--- src/rtl/sum_cfg_pkg.sv ---
`default_nettype none

package sum_cfg_pkg;

  // frame geometry
  localparam int ROWS = 4;
  localparam int COLS = 16;
  localparam int WIN = 12;
  localparam int OUTS_PER_ROW = COLS - WIN + 1;

  // data widths
  localparam int SAMPLE_W = 8;
  localparam int SUM_W = 16;
  localparam int PAD_W = SUM_W - SAMPLE_W;
  localparam int CNT_W = 10;
  localparam int ROW_W = $clog2(ROWS);

  // start cycles before the first row
  localparam int WARMUP = 3;
  localparam int WARM_W = $clog2(WARMUP + 1);

  // memories
  localparam int SAMPLE_DEPTH = 64;
  localparam int RESULT_DEPTH = ROWS * OUTS_PER_ROW;
  localparam int SAMPLE_AW = $clog2(SAMPLE_DEPTH);
  localparam int RESULT_AW = $clog2(RESULT_DEPTH);

  // apb address map, one 32-bit word per entry
  localparam int APB_AW = 12;
  localparam int APB_DW = 32;
  localparam logic [APB_AW-1:0] ADDR_CTRL = 12'h000;
  localparam logic [APB_AW-1:0] ADDR_STATUS = 12'h004;
  localparam logic [APB_AW-1:0] SAMPLE_BASE = 12'h100;
  localparam logic [APB_AW-1:0] SAMPLE_LIMIT = SAMPLE_BASE + APB_AW'(SAMPLE_DEPTH * 4);
  localparam logic [APB_AW-1:0] RESULT_BASE = 12'h200;
  localparam logic [APB_AW-1:0] RESULT_LIMIT = RESULT_BASE + APB_AW'(RESULT_DEPTH * 4);

  // register bits
  localparam int CTRL_GO_BIT = 0;
  localparam int STAT_BUSY_BIT = 0;
  localparam int STAT_DONE_BIT = 1;

  // compare values for the counters
  localparam logic [CNT_W-1:0] WIN_LAST = CNT_W'(WIN - 1);
  localparam logic [CNT_W-1:0] COL_LAST = CNT_W'(COLS - 1);
  localparam logic [ROW_W-1:0] ROW_LAST = ROW_W'(ROWS - 1);
  localparam logic [WARM_W-1:0] WARM_DONE = WARM_W'(WARMUP);

endpackage

`default_nettype wire

--- src/rtl/sum_types_pkg.sv ---
`default_nettype none

package sum_types_pkg;

  // sequencer commands, one bit per datapath action
  typedef struct packed {
    logic count_en;
    logic ld_en;
    logic sum_en;
    logic cum_en;
    logic start_en;
    logic reset_en;
    logic out_valid;
    logic progress_done;
  } ctrl_cmd_t;

  // counter status back to the sequencer
  typedef struct packed {
    logic                          start_gt_warmup;
    logic [sum_cfg_pkg::CNT_W-1:0] col_count;
    logic                          row_eq_max;
  } cnt_status_t;

  // sample RAM write port, driven from the bus
  typedef struct packed {
    logic                              en;
    logic [sum_cfg_pkg::SAMPLE_AW-1:0] addr;
    logic [sum_cfg_pkg::SAMPLE_W-1:0]  data;
  } sample_wr_t;

  // result RAM write port, driven from the accumulator
  typedef struct packed {
    logic                              en;
    logic [sum_cfg_pkg::RESULT_AW-1:0] addr;
    logic [sum_cfg_pkg::SUM_W-1:0]     data;
  } result_wr_t;

  // software visible status
  typedef struct packed {
    logic busy;
    logic done;
  } status_t;

endpackage

`default_nettype wire

--- src/rtl/line_ram.sv ---
`timescale 1ns/10ps
`default_nettype none

module line_ram #(
  parameter type payload_t = logic [sum_cfg_pkg::SAMPLE_W-1:0],
  parameter int  DEPTH     = sum_cfg_pkg::SAMPLE_DEPTH
) (
  input  logic                     clk,
  input  logic                     wr_en,
  input  logic [$clog2(DEPTH)-1:0] wr_addr,
  input  payload_t                 wr_data,
  input  logic [$clog2(DEPTH)-1:0] rd_addr,
  output payload_t                 rd_data
);

  payload_t mem [DEPTH];

  // write port
  always_ff @(posedge clk) begin
    if (wr_en) begin
      mem[wr_addr] <= wr_data;
    end
  end

  // registered read, data one cycle after the address
  always_ff @(posedge clk) begin
    rd_data <= mem[rd_addr];
  end

endmodule

`default_nettype wire

--- src/rtl/scan_counters.sv ---
`timescale 1ns/10ps
`default_nettype none

module scan_counters (
  input  logic                                  clk,
  input  logic                                  rst_n,
  input  sum_types_pkg::ctrl_cmd_t              cmd,
  output sum_types_pkg::cnt_status_t            cnt,
  output logic [sum_cfg_pkg::SAMPLE_AW-1:0]     rd_addr
);

  logic [sum_cfg_pkg::WARM_W-1:0] warm_q;
  logic [sum_cfg_pkg::CNT_W-1:0]  col_q;
  logic [sum_cfg_pkg::ROW_W-1:0]  row_q;
  logic                           col_wrap;
  logic [31:0]                    addr_full;

  // last column of a row is being issued
  assign col_wrap = cmd.count_en && (col_q == sum_cfg_pkg::COL_LAST);

  always_ff @(posedge clk) begin
    if (!rst_n) begin
      warm_q <= '0;
      col_q  <= '0;
      row_q  <= '0;
    end else if (cmd.reset_en) begin
      warm_q <= '0;
      col_q  <= '0;
      row_q  <= '0;
    end else begin
      // warm-up saturates until the frame ends
      if (cmd.start_en && (warm_q != sum_cfg_pkg::WARM_DONE)) begin
        warm_q <= warm_q + 1'b1;
      end
      if (cmd.ld_en || col_wrap) begin
        col_q <= '0;
      end else if (cmd.count_en) begin
        col_q <= col_q + 1'b1;
      end
      if (col_wrap) begin
        row_q <= row_q + 1'b1;
      end
    end
  end

  assign cnt.start_gt_warmup = (warm_q == sum_cfg_pkg::WARM_DONE);
  assign cnt.col_count       = col_q;
  assign cnt.row_eq_max      = (row_q == sum_cfg_pkg::ROW_LAST);

  // row major sample address
  assign addr_full = 32'(row_q) * 32'(sum_cfg_pkg::COLS) + 32'(col_q);
  assign rd_addr   = addr_full[sum_cfg_pkg::SAMPLE_AW-1:0];

  a_col_range: assert property (@(posedge clk) disable iff (!rst_n)
    col_q <= sum_cfg_pkg::COL_LAST);

endmodule

`default_nettype wire

--- src/rtl/window_sum_ctrl.sv ---
`timescale 1ns/10ps
`default_nettype none

module window_sum_ctrl (
  input  logic                      clk,
  input  logic                      rst_n,
  input  logic                      go,
  input  sum_types_pkg::cnt_status_t cnt,
  output sum_types_pkg::ctrl_cmd_t   cmd
);

  typedef enum logic [2:0] {
    S_IDLE   = 3'd0,
    S_START  = 3'd1,
    S_ROW    = 3'd2,
    S_SUM    = 3'd3,
    S_SLIDE  = 3'd4,
    S_FINISH = 3'd5
  } state_e;

  state_e state_q;
  state_e prev_q;
  state_e state_d;

  always_ff @(posedge clk) begin
    if (!rst_n) begin
      state_q <= S_IDLE;
      prev_q  <= S_IDLE;
    end else begin
      state_q <= state_d;
      prev_q  <= state_q;
    end
  end

  always_comb begin
    state_d = state_q;
    case (state_q)
      S_IDLE:   if (go) state_d = S_START;
      S_START:  if (cnt.start_gt_warmup) state_d = S_ROW;
      S_ROW:    state_d = S_SUM;
      S_SUM:    if (cnt.col_count == sum_cfg_pkg::WIN_LAST) state_d = S_SLIDE;
      S_SLIDE: begin
        if (cnt.col_count == sum_cfg_pkg::COL_LAST) begin
          state_d = cnt.row_eq_max ? S_FINISH : S_ROW;
        end
      end
      S_FINISH: state_d = S_IDLE;
      default:  state_d = S_IDLE;
    endcase
  end

  always_comb begin
    cmd = '0;
    case (state_q)
      S_START: begin
        cmd.start_en = 1'b1;
      end
      S_ROW: begin
        cmd.ld_en    = 1'b1;
        cmd.count_en = 1'b1;
        // last window of the previous row completes here
        cmd.out_valid = (prev_q == S_SLIDE);
      end
      S_SUM: begin
        cmd.count_en = 1'b1;
        cmd.sum_en   = 1'b1;
      end
      S_SLIDE: begin
        cmd.count_en  = 1'b1;
        cmd.sum_en    = 1'b1;
        cmd.cum_en    = 1'b1;
        cmd.out_valid = 1'b1;
      end
      S_FINISH: begin
        cmd.progress_done = 1'b1;
        cmd.reset_en      = 1'b1;
        // last row has no following start of row, so its final window goes out here
        cmd.out_valid = (prev_q == S_SLIDE);
      end
      default: begin
        cmd = '0;
      end
    endcase
  end

  a_state_legal: assert property (@(posedge clk) disable iff (!rst_n)
    state_q inside {S_IDLE, S_START, S_ROW, S_SUM, S_SLIDE, S_FINISH});

  a_load_vs_sum: assert property (@(posedge clk) disable iff (!rst_n)
    !(cmd.sum_en && cmd.ld_en));

endmodule

`default_nettype wire

--- src/rtl/window_accum.sv ---
`timescale 1ns/10ps
`default_nettype none

module window_accum (
  input  logic                              clk,
  input  logic                              rst_n,
  input  sum_types_pkg::ctrl_cmd_t          cmd,
  input  logic [sum_cfg_pkg::SAMPLE_W-1:0]  rd_data,
  output sum_types_pkg::result_wr_t         res_wr
);

  logic ld_d;
  logic sum_d;
  logic cum_d;
  logic out_d;
  logic rst_d;

  logic [sum_cfg_pkg::SAMPLE_W-1:0]  win_q [sum_cfg_pkg::WIN];
  logic [sum_cfg_pkg::SUM_W-1:0]     sum_q;
  logic [sum_cfg_pkg::SUM_W-1:0]     sum_in;
  logic [sum_cfg_pkg::SUM_W-1:0]     sum_out;
  logic [sum_cfg_pkg::RESULT_AW-1:0] res_addr_q;

  // commands lined up with the sample RAM read data
  always_ff @(posedge clk) begin
    if (!rst_n) begin
      ld_d  <= 1'b0;
      sum_d <= 1'b0;
      cum_d <= 1'b0;
      out_d <= 1'b0;
      rst_d <= 1'b0;
    end else begin
      ld_d  <= cmd.ld_en;
      sum_d <= cmd.sum_en;
      cum_d <= cmd.cum_en;
      out_d <= cmd.out_valid;
      rst_d <= cmd.reset_en;
    end
  end

  assign sum_in  = {{sum_cfg_pkg::PAD_W{1'b0}}, rd_data};
  // oldest sample leaves once the window is full
  assign sum_out = cum_d ? {{sum_cfg_pkg::PAD_W{1'b0}}, win_q[sum_cfg_pkg::WIN-1]} : '0;

  always_ff @(posedge clk) begin
    if (ld_d) begin
      sum_q <= '0;
      for (int i = 0; i < sum_cfg_pkg::WIN; i++) begin
        win_q[i] <= '0;
      end
    end else if (sum_d) begin
      sum_q    <= sum_q + sum_in - sum_out;
      win_q[0] <= rd_data;
      for (int i = 1; i < sum_cfg_pkg::WIN; i++) begin
        win_q[i] <= win_q[i-1];
      end
    end
  end

  // result slot, one per finished window
  always_ff @(posedge clk) begin
    if (!rst_n) begin
      res_addr_q <= '0;
    end else if (rst_d) begin
      res_addr_q <= '0;
    end else if (out_d) begin
      res_addr_q <= res_addr_q + 1'b1;
    end
  end

  assign res_wr.en   = out_d;
  assign res_wr.addr = res_addr_q;
  assign res_wr.data = sum_q;

  a_res_addr_range: assert property (@(posedge clk) disable iff (!rst_n)
    res_addr_q < sum_cfg_pkg::RESULT_DEPTH);

endmodule

`default_nettype wire

--- src/rtl/apb_sum_regs.sv ---
`timescale 1ns/10ps
`default_nettype none

module apb_sum_regs (
  input  logic                              clk,
  input  logic                              rst_n,
  input  logic [sum_cfg_pkg::APB_AW-1:0]    paddr,
  input  logic                              psel,
  input  logic                              penable,
  input  logic                              pwrite,
  input  logic [sum_cfg_pkg::APB_DW-1:0]    pwdata,
  output logic [sum_cfg_pkg::APB_DW-1:0]    prdata,
  output logic                              pready,
  output logic                              pslverr,
  output logic                              irq,
  output logic                              go,
  output sum_types_pkg::sample_wr_t         smp_wr,
  output logic [sum_cfg_pkg::RESULT_AW-1:0] res_rd_addr,
  input  logic [sum_cfg_pkg::SUM_W-1:0]     res_rd_data,
  input  sum_types_pkg::ctrl_cmd_t          cmd
);

  sum_types_pkg::status_t status_q;
  logic                   res_valid_q;
  logic                   access;
  logic                   wr_acc;
  logic                   rd_acc;
  logic                   ctrl_hit;
  logic                   status_hit;
  logic                   smp_hit;
  logic                   res_hit;
  logic                   unmapped;
  logic [sum_cfg_pkg::APB_AW-1:0] smp_off;
  logic [sum_cfg_pkg::APB_AW-1:0] res_off;

  assign access = psel && penable;
  assign wr_acc = access && pwrite;
  assign rd_acc = access && !pwrite;

  // address decode, word aligned windows
  assign ctrl_hit   = (paddr == sum_cfg_pkg::ADDR_CTRL);
  assign status_hit = (paddr == sum_cfg_pkg::ADDR_STATUS);
  assign smp_hit    = (paddr >= sum_cfg_pkg::SAMPLE_BASE) && (paddr < sum_cfg_pkg::SAMPLE_LIMIT)
                      && (paddr[1:0] == 2'b00);
  assign res_hit    = (paddr >= sum_cfg_pkg::RESULT_BASE) && (paddr < sum_cfg_pkg::RESULT_LIMIT)
                      && (paddr[1:0] == 2'b00);
  assign unmapped   = !(ctrl_hit || status_hit || smp_hit || res_hit);

  assign smp_off = paddr - sum_cfg_pkg::SAMPLE_BASE;
  assign res_off = paddr - sum_cfg_pkg::RESULT_BASE;

  // memories belong to the engine while busy
  assign pslverr = access && (unmapped ||
                   (status_q.busy && ((smp_hit && pwrite) || (res_hit && !pwrite))));
  assign pready  = 1'b1;

  assign go = wr_acc && ctrl_hit && pwdata[sum_cfg_pkg::CTRL_GO_BIT] && !status_q.busy;

  assign smp_wr.en   = wr_acc && smp_hit && !status_q.busy;
  assign smp_wr.addr = smp_off[sum_cfg_pkg::SAMPLE_AW+1:2];
  assign smp_wr.data = pwdata[sum_cfg_pkg::SAMPLE_W-1:0];

  // result read starts in the setup phase
  assign res_rd_addr = res_off[sum_cfg_pkg::RESULT_AW+1:2];

  always_ff @(posedge clk) begin
    if (!rst_n) begin
      status_q    <= '0;
      res_valid_q <= 1'b0;
    end else begin
      if (go) begin
        status_q.busy <= 1'b1;
        status_q.done <= 1'b0;
      end else if (cmd.progress_done) begin
        status_q.busy <= 1'b0;
        status_q.done <= 1'b1;
      end else if (wr_acc && status_hit && pwdata[sum_cfg_pkg::STAT_DONE_BIT]) begin
        status_q.done <= 1'b0;
      end
      // result RAM holds nothing meaningful before the first frame
      if (cmd.progress_done) begin
        res_valid_q <= 1'b1;
      end
    end
  end

  always_comb begin
    prdata = '0;
    if (rd_acc && status_hit) begin
      prdata[sum_cfg_pkg::STAT_BUSY_BIT] = status_q.busy;
      prdata[sum_cfg_pkg::STAT_DONE_BIT] = status_q.done;
    end else if (rd_acc && res_hit && !status_q.busy && res_valid_q) begin
      prdata[sum_cfg_pkg::SUM_W-1:0] = res_rd_data;
    end
  end

  assign irq = status_q.done;

  a_err_in_access: assert property (@(posedge clk) disable iff (!rst_n)
    pslverr |-> psel && penable && $past(psel && !penable));

endmodule

`default_nettype wire

--- src/rtl/window_sum_top.sv ---
`timescale 1ns/10ps
`default_nettype none

module window_sum_top (
  input  logic                           clk,
  input  logic                           rst_n,
  input  logic [sum_cfg_pkg::APB_AW-1:0] paddr,
  input  logic                           psel,
  input  logic                           penable,
  input  logic                           pwrite,
  input  logic [sum_cfg_pkg::APB_DW-1:0] pwdata,
  output logic [sum_cfg_pkg::APB_DW-1:0] prdata,
  output logic                           pready,
  output logic                           pslverr,
  output logic                           irq
);

  logic                              go;
  sum_types_pkg::ctrl_cmd_t          cmd;
  sum_types_pkg::cnt_status_t        cnt;
  sum_types_pkg::sample_wr_t         smp_wr;
  sum_types_pkg::result_wr_t         res_wr;
  logic [sum_cfg_pkg::SAMPLE_AW-1:0] smp_rd_addr;
  logic [sum_cfg_pkg::SAMPLE_W-1:0]  smp_rd_data;
  logic [sum_cfg_pkg::RESULT_AW-1:0] res_rd_addr;
  logic [sum_cfg_pkg::SUM_W-1:0]     res_rd_data;

  apb_sum_regs u_regs (
    .clk, .rst_n,
    .paddr, .psel, .penable, .pwrite, .pwdata,
    .prdata, .pready, .pslverr,
    .irq, .go, .smp_wr, .res_rd_addr, .res_rd_data, .cmd
  );

  window_sum_ctrl u_ctrl (.clk, .rst_n, .go, .cnt, .cmd);

  scan_counters u_counters (.clk, .rst_n, .cmd, .cnt, .rd_addr(smp_rd_addr));

  window_accum u_accum (.clk, .rst_n, .cmd, .rd_data(smp_rd_data), .res_wr);

  // frame samples, written from the bus and scanned by the engine
  line_ram #(
    .payload_t (logic [sum_cfg_pkg::SAMPLE_W-1:0]),
    .DEPTH     (sum_cfg_pkg::SAMPLE_DEPTH)
  ) u_sample_ram (
    .clk,
    .wr_en   (smp_wr.en),
    .wr_addr (smp_wr.addr),
    .wr_data (smp_wr.data),
    .rd_addr (smp_rd_addr),
    .rd_data (smp_rd_data)
  );

  // window sums, written by the engine and read from the bus
  line_ram #(
    .payload_t (logic [sum_cfg_pkg::SUM_W-1:0]),
    .DEPTH     (sum_cfg_pkg::RESULT_DEPTH)
  ) u_result_ram (
    .clk,
    .wr_en   (res_wr.en),
    .wr_addr (res_wr.addr),
    .wr_data (res_wr.data),
    .rd_addr (res_rd_addr),
    .rd_data (res_rd_data)
  );

endmodule

`default_nettype wire

--- config.mk ---
export PLATFORM = sky130hd
export DESIGN_NAME = window_sum_top
export DESIGN_NICKNAME = d
export VERILOG_FILES = /design/src/rtl/sum_cfg_pkg.sv /design/src/rtl/sum_types_pkg.sv /design/src/rtl/line_ram.sv /design/src/rtl/scan_counters.sv /design/src/rtl/window_sum_ctrl.sv /design/src/rtl/window_accum.sv /design/src/rtl/apb_sum_regs.sv /design/src/rtl/window_sum_top.sv
export SDC_FILE = /design/constraint.sdc
export NUM_CORES = 1
export LEC_CHECK = 0
export BUFFER_PORTS_ARGS = -buffer_cell sky130_fd_sc_hd__buf_2
export CAP_MARGIN = 20
export CORE_MARGIN = 5
export CORE_UTILIZATION = 45
export DETAILED_ROUTE_END_ITERATION = 16
export HOLD_SLACK_MARGIN = 0.15
export MAX_ROUTING_LAYER = met4
export PLACE_DENSITY = 0.58
export SLEW_MARGIN = 20
export SYNTH_ARGS = -nofsm -noshare
export SYNTH_HDL_FRONTEND = slang
export SYNTH_SLANG_ARGS = --single-unit
--- constraint.sdc ---
create_clock -name clk -period 3.7 [get_ports clk]
set_input_delay 1.11 -clock clk [delete_from_list [all_inputs] [get_ports clk]]
set_output_delay 1.11 -clock clk [all_outputs]
set_load 0.01 [all_outputs]
==> results.cfg <==
[outcome]
outcome = completed

[timing]
tightest_slew_ns = 0.852
period_share_pct = 98.0
hold_viol_final = 0
slew_viol_final = 0
fin_tns_setup_ns = 0
fmax_ghz = 0.276
maxSlewHeadroom_pct = 43.0
setup_viol = 0
rsz0062_at_grt = true
fin_crit_ns = 3.62
hold_ws_ns = 0.476
skew_ns = 0.0296

[synthesis]
yosysTopAreaCell = edfxtp_1
synthArstFlopShare_pct = 0
ys_warn_count = 0
yosysTopAreaCellShare_pct = 70.6
yosysSeqAreaShare_pct = 74.3
synth_edf_count = 928
syn_inst = 2047
synth-seq-cells = 1001
synth_area_mm2 = 0.0395
synth.avg_cell_area_um2 = 19.3
synth_flop_cell = edfxtp_1
synth.area.top_cells = edfxtp_1 71%, mux4_2 13%, dfxtp_1 3.7%, and2_1 1.8%, nor2_1 1.3%
ys_types = 71

[floorplan]
die_x_um = 306
ioPinCount = 84
core_mm2 = 0.0869
die-area_mm2 = 0.0937
start_util_pct = 45.4
die_h_um = 306
row_count = 108

[clock_tree]
clk_pin_slew_ns = 0.06
clk_latency_ns = 0.67
cts_max_level = 3
hold_buffers = 0
cts_tree = done
cts_buffers = 102
clock_path_buffers = 3
cts_root_buf = clkbuf_16
clock_sinks = 1001

[setup_path]
start_kind = input port
cp_slowest_cell = nor4_4
slowest_delay_ns = 0.25
worstSetupPathType = input port to output pin
endpoint_kind = output pin
cp_data_required_time_ns = 2.59
crit_fanout = 8
cp.arrival_ns = 2.51
path_cells = buf_6 -> nor4_4 -> buf_4 -> nand4b_1 -> nor4_4 -> buf_4 -> and2_1 -> buf_2

[place]
portBuffers = 42
hpwl_um = 52700
place_area_mm2 = 0.0420
place_congestion = 0.819

[route]
vias = 19400
dr.pass1.iters = 6
ant_nets = 0
wirelength_um = 87300
wire_per_inst_um = 24.9
drt_iter0_markers = 1757
drc = 0
routed_via_density = 5.54

[global_routing]
grt_pass1_vias = 19900
grt_overflow_total = 0
grt_max_degree = 97
grt_usage_pct = 19.0
grt_first_pass_wirelength_um = 129000
antenna_found_initial = 4

[pwr]
vdd_drop_max_mv = 0.360
power_per_cell_area_mw_per_mm2 = 527
static-leakage-power_nw = 14.9

[layout]
mostFrequentLayoutCells = 928 x edfxtp_1, 225 x mux4_2, 162 x buf_4
final_core_util_pct = 52.5
mostFrequentLayoutCell = edfxtp_1
nNetsFinal = 2344
drive_above_1_share_pct = 27.2
syn_to_final_growth_pct = 15.5
num_antenna_cells = 0
fin_area_mm2 = 0.0456

[min_path]
hold_class = register to register

[flow_run]
max_cap_violations = 0
## path summary, 6_finish.rpt
path                           start            endpoint  slack (ns)  cells past startpoint
setup / recovery            paddr[1]           prdata[4]        0.08                      8
hold / removal    u_regs.res_valid_q  u_regs.res_valid_q        0.48                      1
hold reg to reg   u_regs.res_valid_q  u_regs.res_valid_q        0.48                      1
setup reg to reg       u_accum.cum_d   u_accum.sum_q[13]        0.45                     10
## critical path, delay by kind of cell
kind	cells	cell delay [ns]
buffers and inverters	4	0.59
AND/OR/NAND/NOR	4	0.81
## kinds of logic (layout without fill, tap and decap cells)
family | count (synthesis) | in the layout | share of synthesized area, %
AO/OA/AOI/OAI | 146 | 146 | 2.68
XOR/XNOR | 28 | 28 | 0.640
AND/OR/NAND/NOR | 424 | 424 | 5.57
multiplexers | 252 | 252 | 13.6
flip-flops | 1001 | 1001 | 74.3
buffers and inverters | 162 | 453 | 2.06
other | 2 | 17 | 0.0190
adder cells (fa/ha/maj) | 32 | 32 | 1.17
## cell usage after synthesis, types with 18 or more instances
cell and instances:
ha_1 24, edfxtp_1 928, buf_4 27, dfxtp_1 73, a21oi_1 22, o21ai_0 18
clkbuf_1 44, a22oi_1 21, mux4_2 225, nor3_1 24, nor2_1 135, inv_1 46
buf_2 28, and2_1 111, nand2_1 59, nor2b_1 26
## layer usage
metal,wire [um],global-route usage [%]
met5,0,-
met1,37000,26.0
met2,42800,30.1
met4,2370,5.29
met3,5150,3.10
## what timing repair did
item                       in CTS  in global routing
gates cloned                    1                  0
setup endpoints to repair      11                 17
buffers inserted                0                  1
pin swaps                       1                  5
gates resized for setup         2                 18
## layout make-up
cell class	instances	area, um2
clock buffers	132	2740
flip-flops and latches	1001	29300
multi-input cells	899	9510
well taps	1155	1450
inverters	48	185
fillers	6829	41300
clock inverters	62	714
repair buffers	211	1660
## metrics by stage
stage | instances | total power, mW | worst slack, ns
finish | 3508 | 24.0 | 0.0753
global route | 3508 | 24.8 | -0.0146
CTS | 3507 | 24.3 | 0.0450
detailed placement | 3312 | 13.8 | -0.0152
global placement | 3312 | 13.8 | 0.0889
floorplan | 2062 | 13.4 | 0.0603
## registers in the layout (all words and copies together), names as in the netlist, 5 cells and up
| name | flops |
|---|---|
| u_sample_ram.mem | 512 |
| u_result_ram.mem | 320 |
| u_accum.win_q | 96 |
| u_accum.sum_q | 16 |
| u_result_ram.rd_data | 16 |
| u_counters.col_q | 10 |
| u_sample_ram.rd_data | 8 |
| u_accum.res_addr_q | 5 |
## report_power, final
group          internal, mW  switching [mW]
registers              12.5          0.0672
logic                 0.363           0.620
clock network          6.22            4.26
Power figures use the tool's default switching activity.
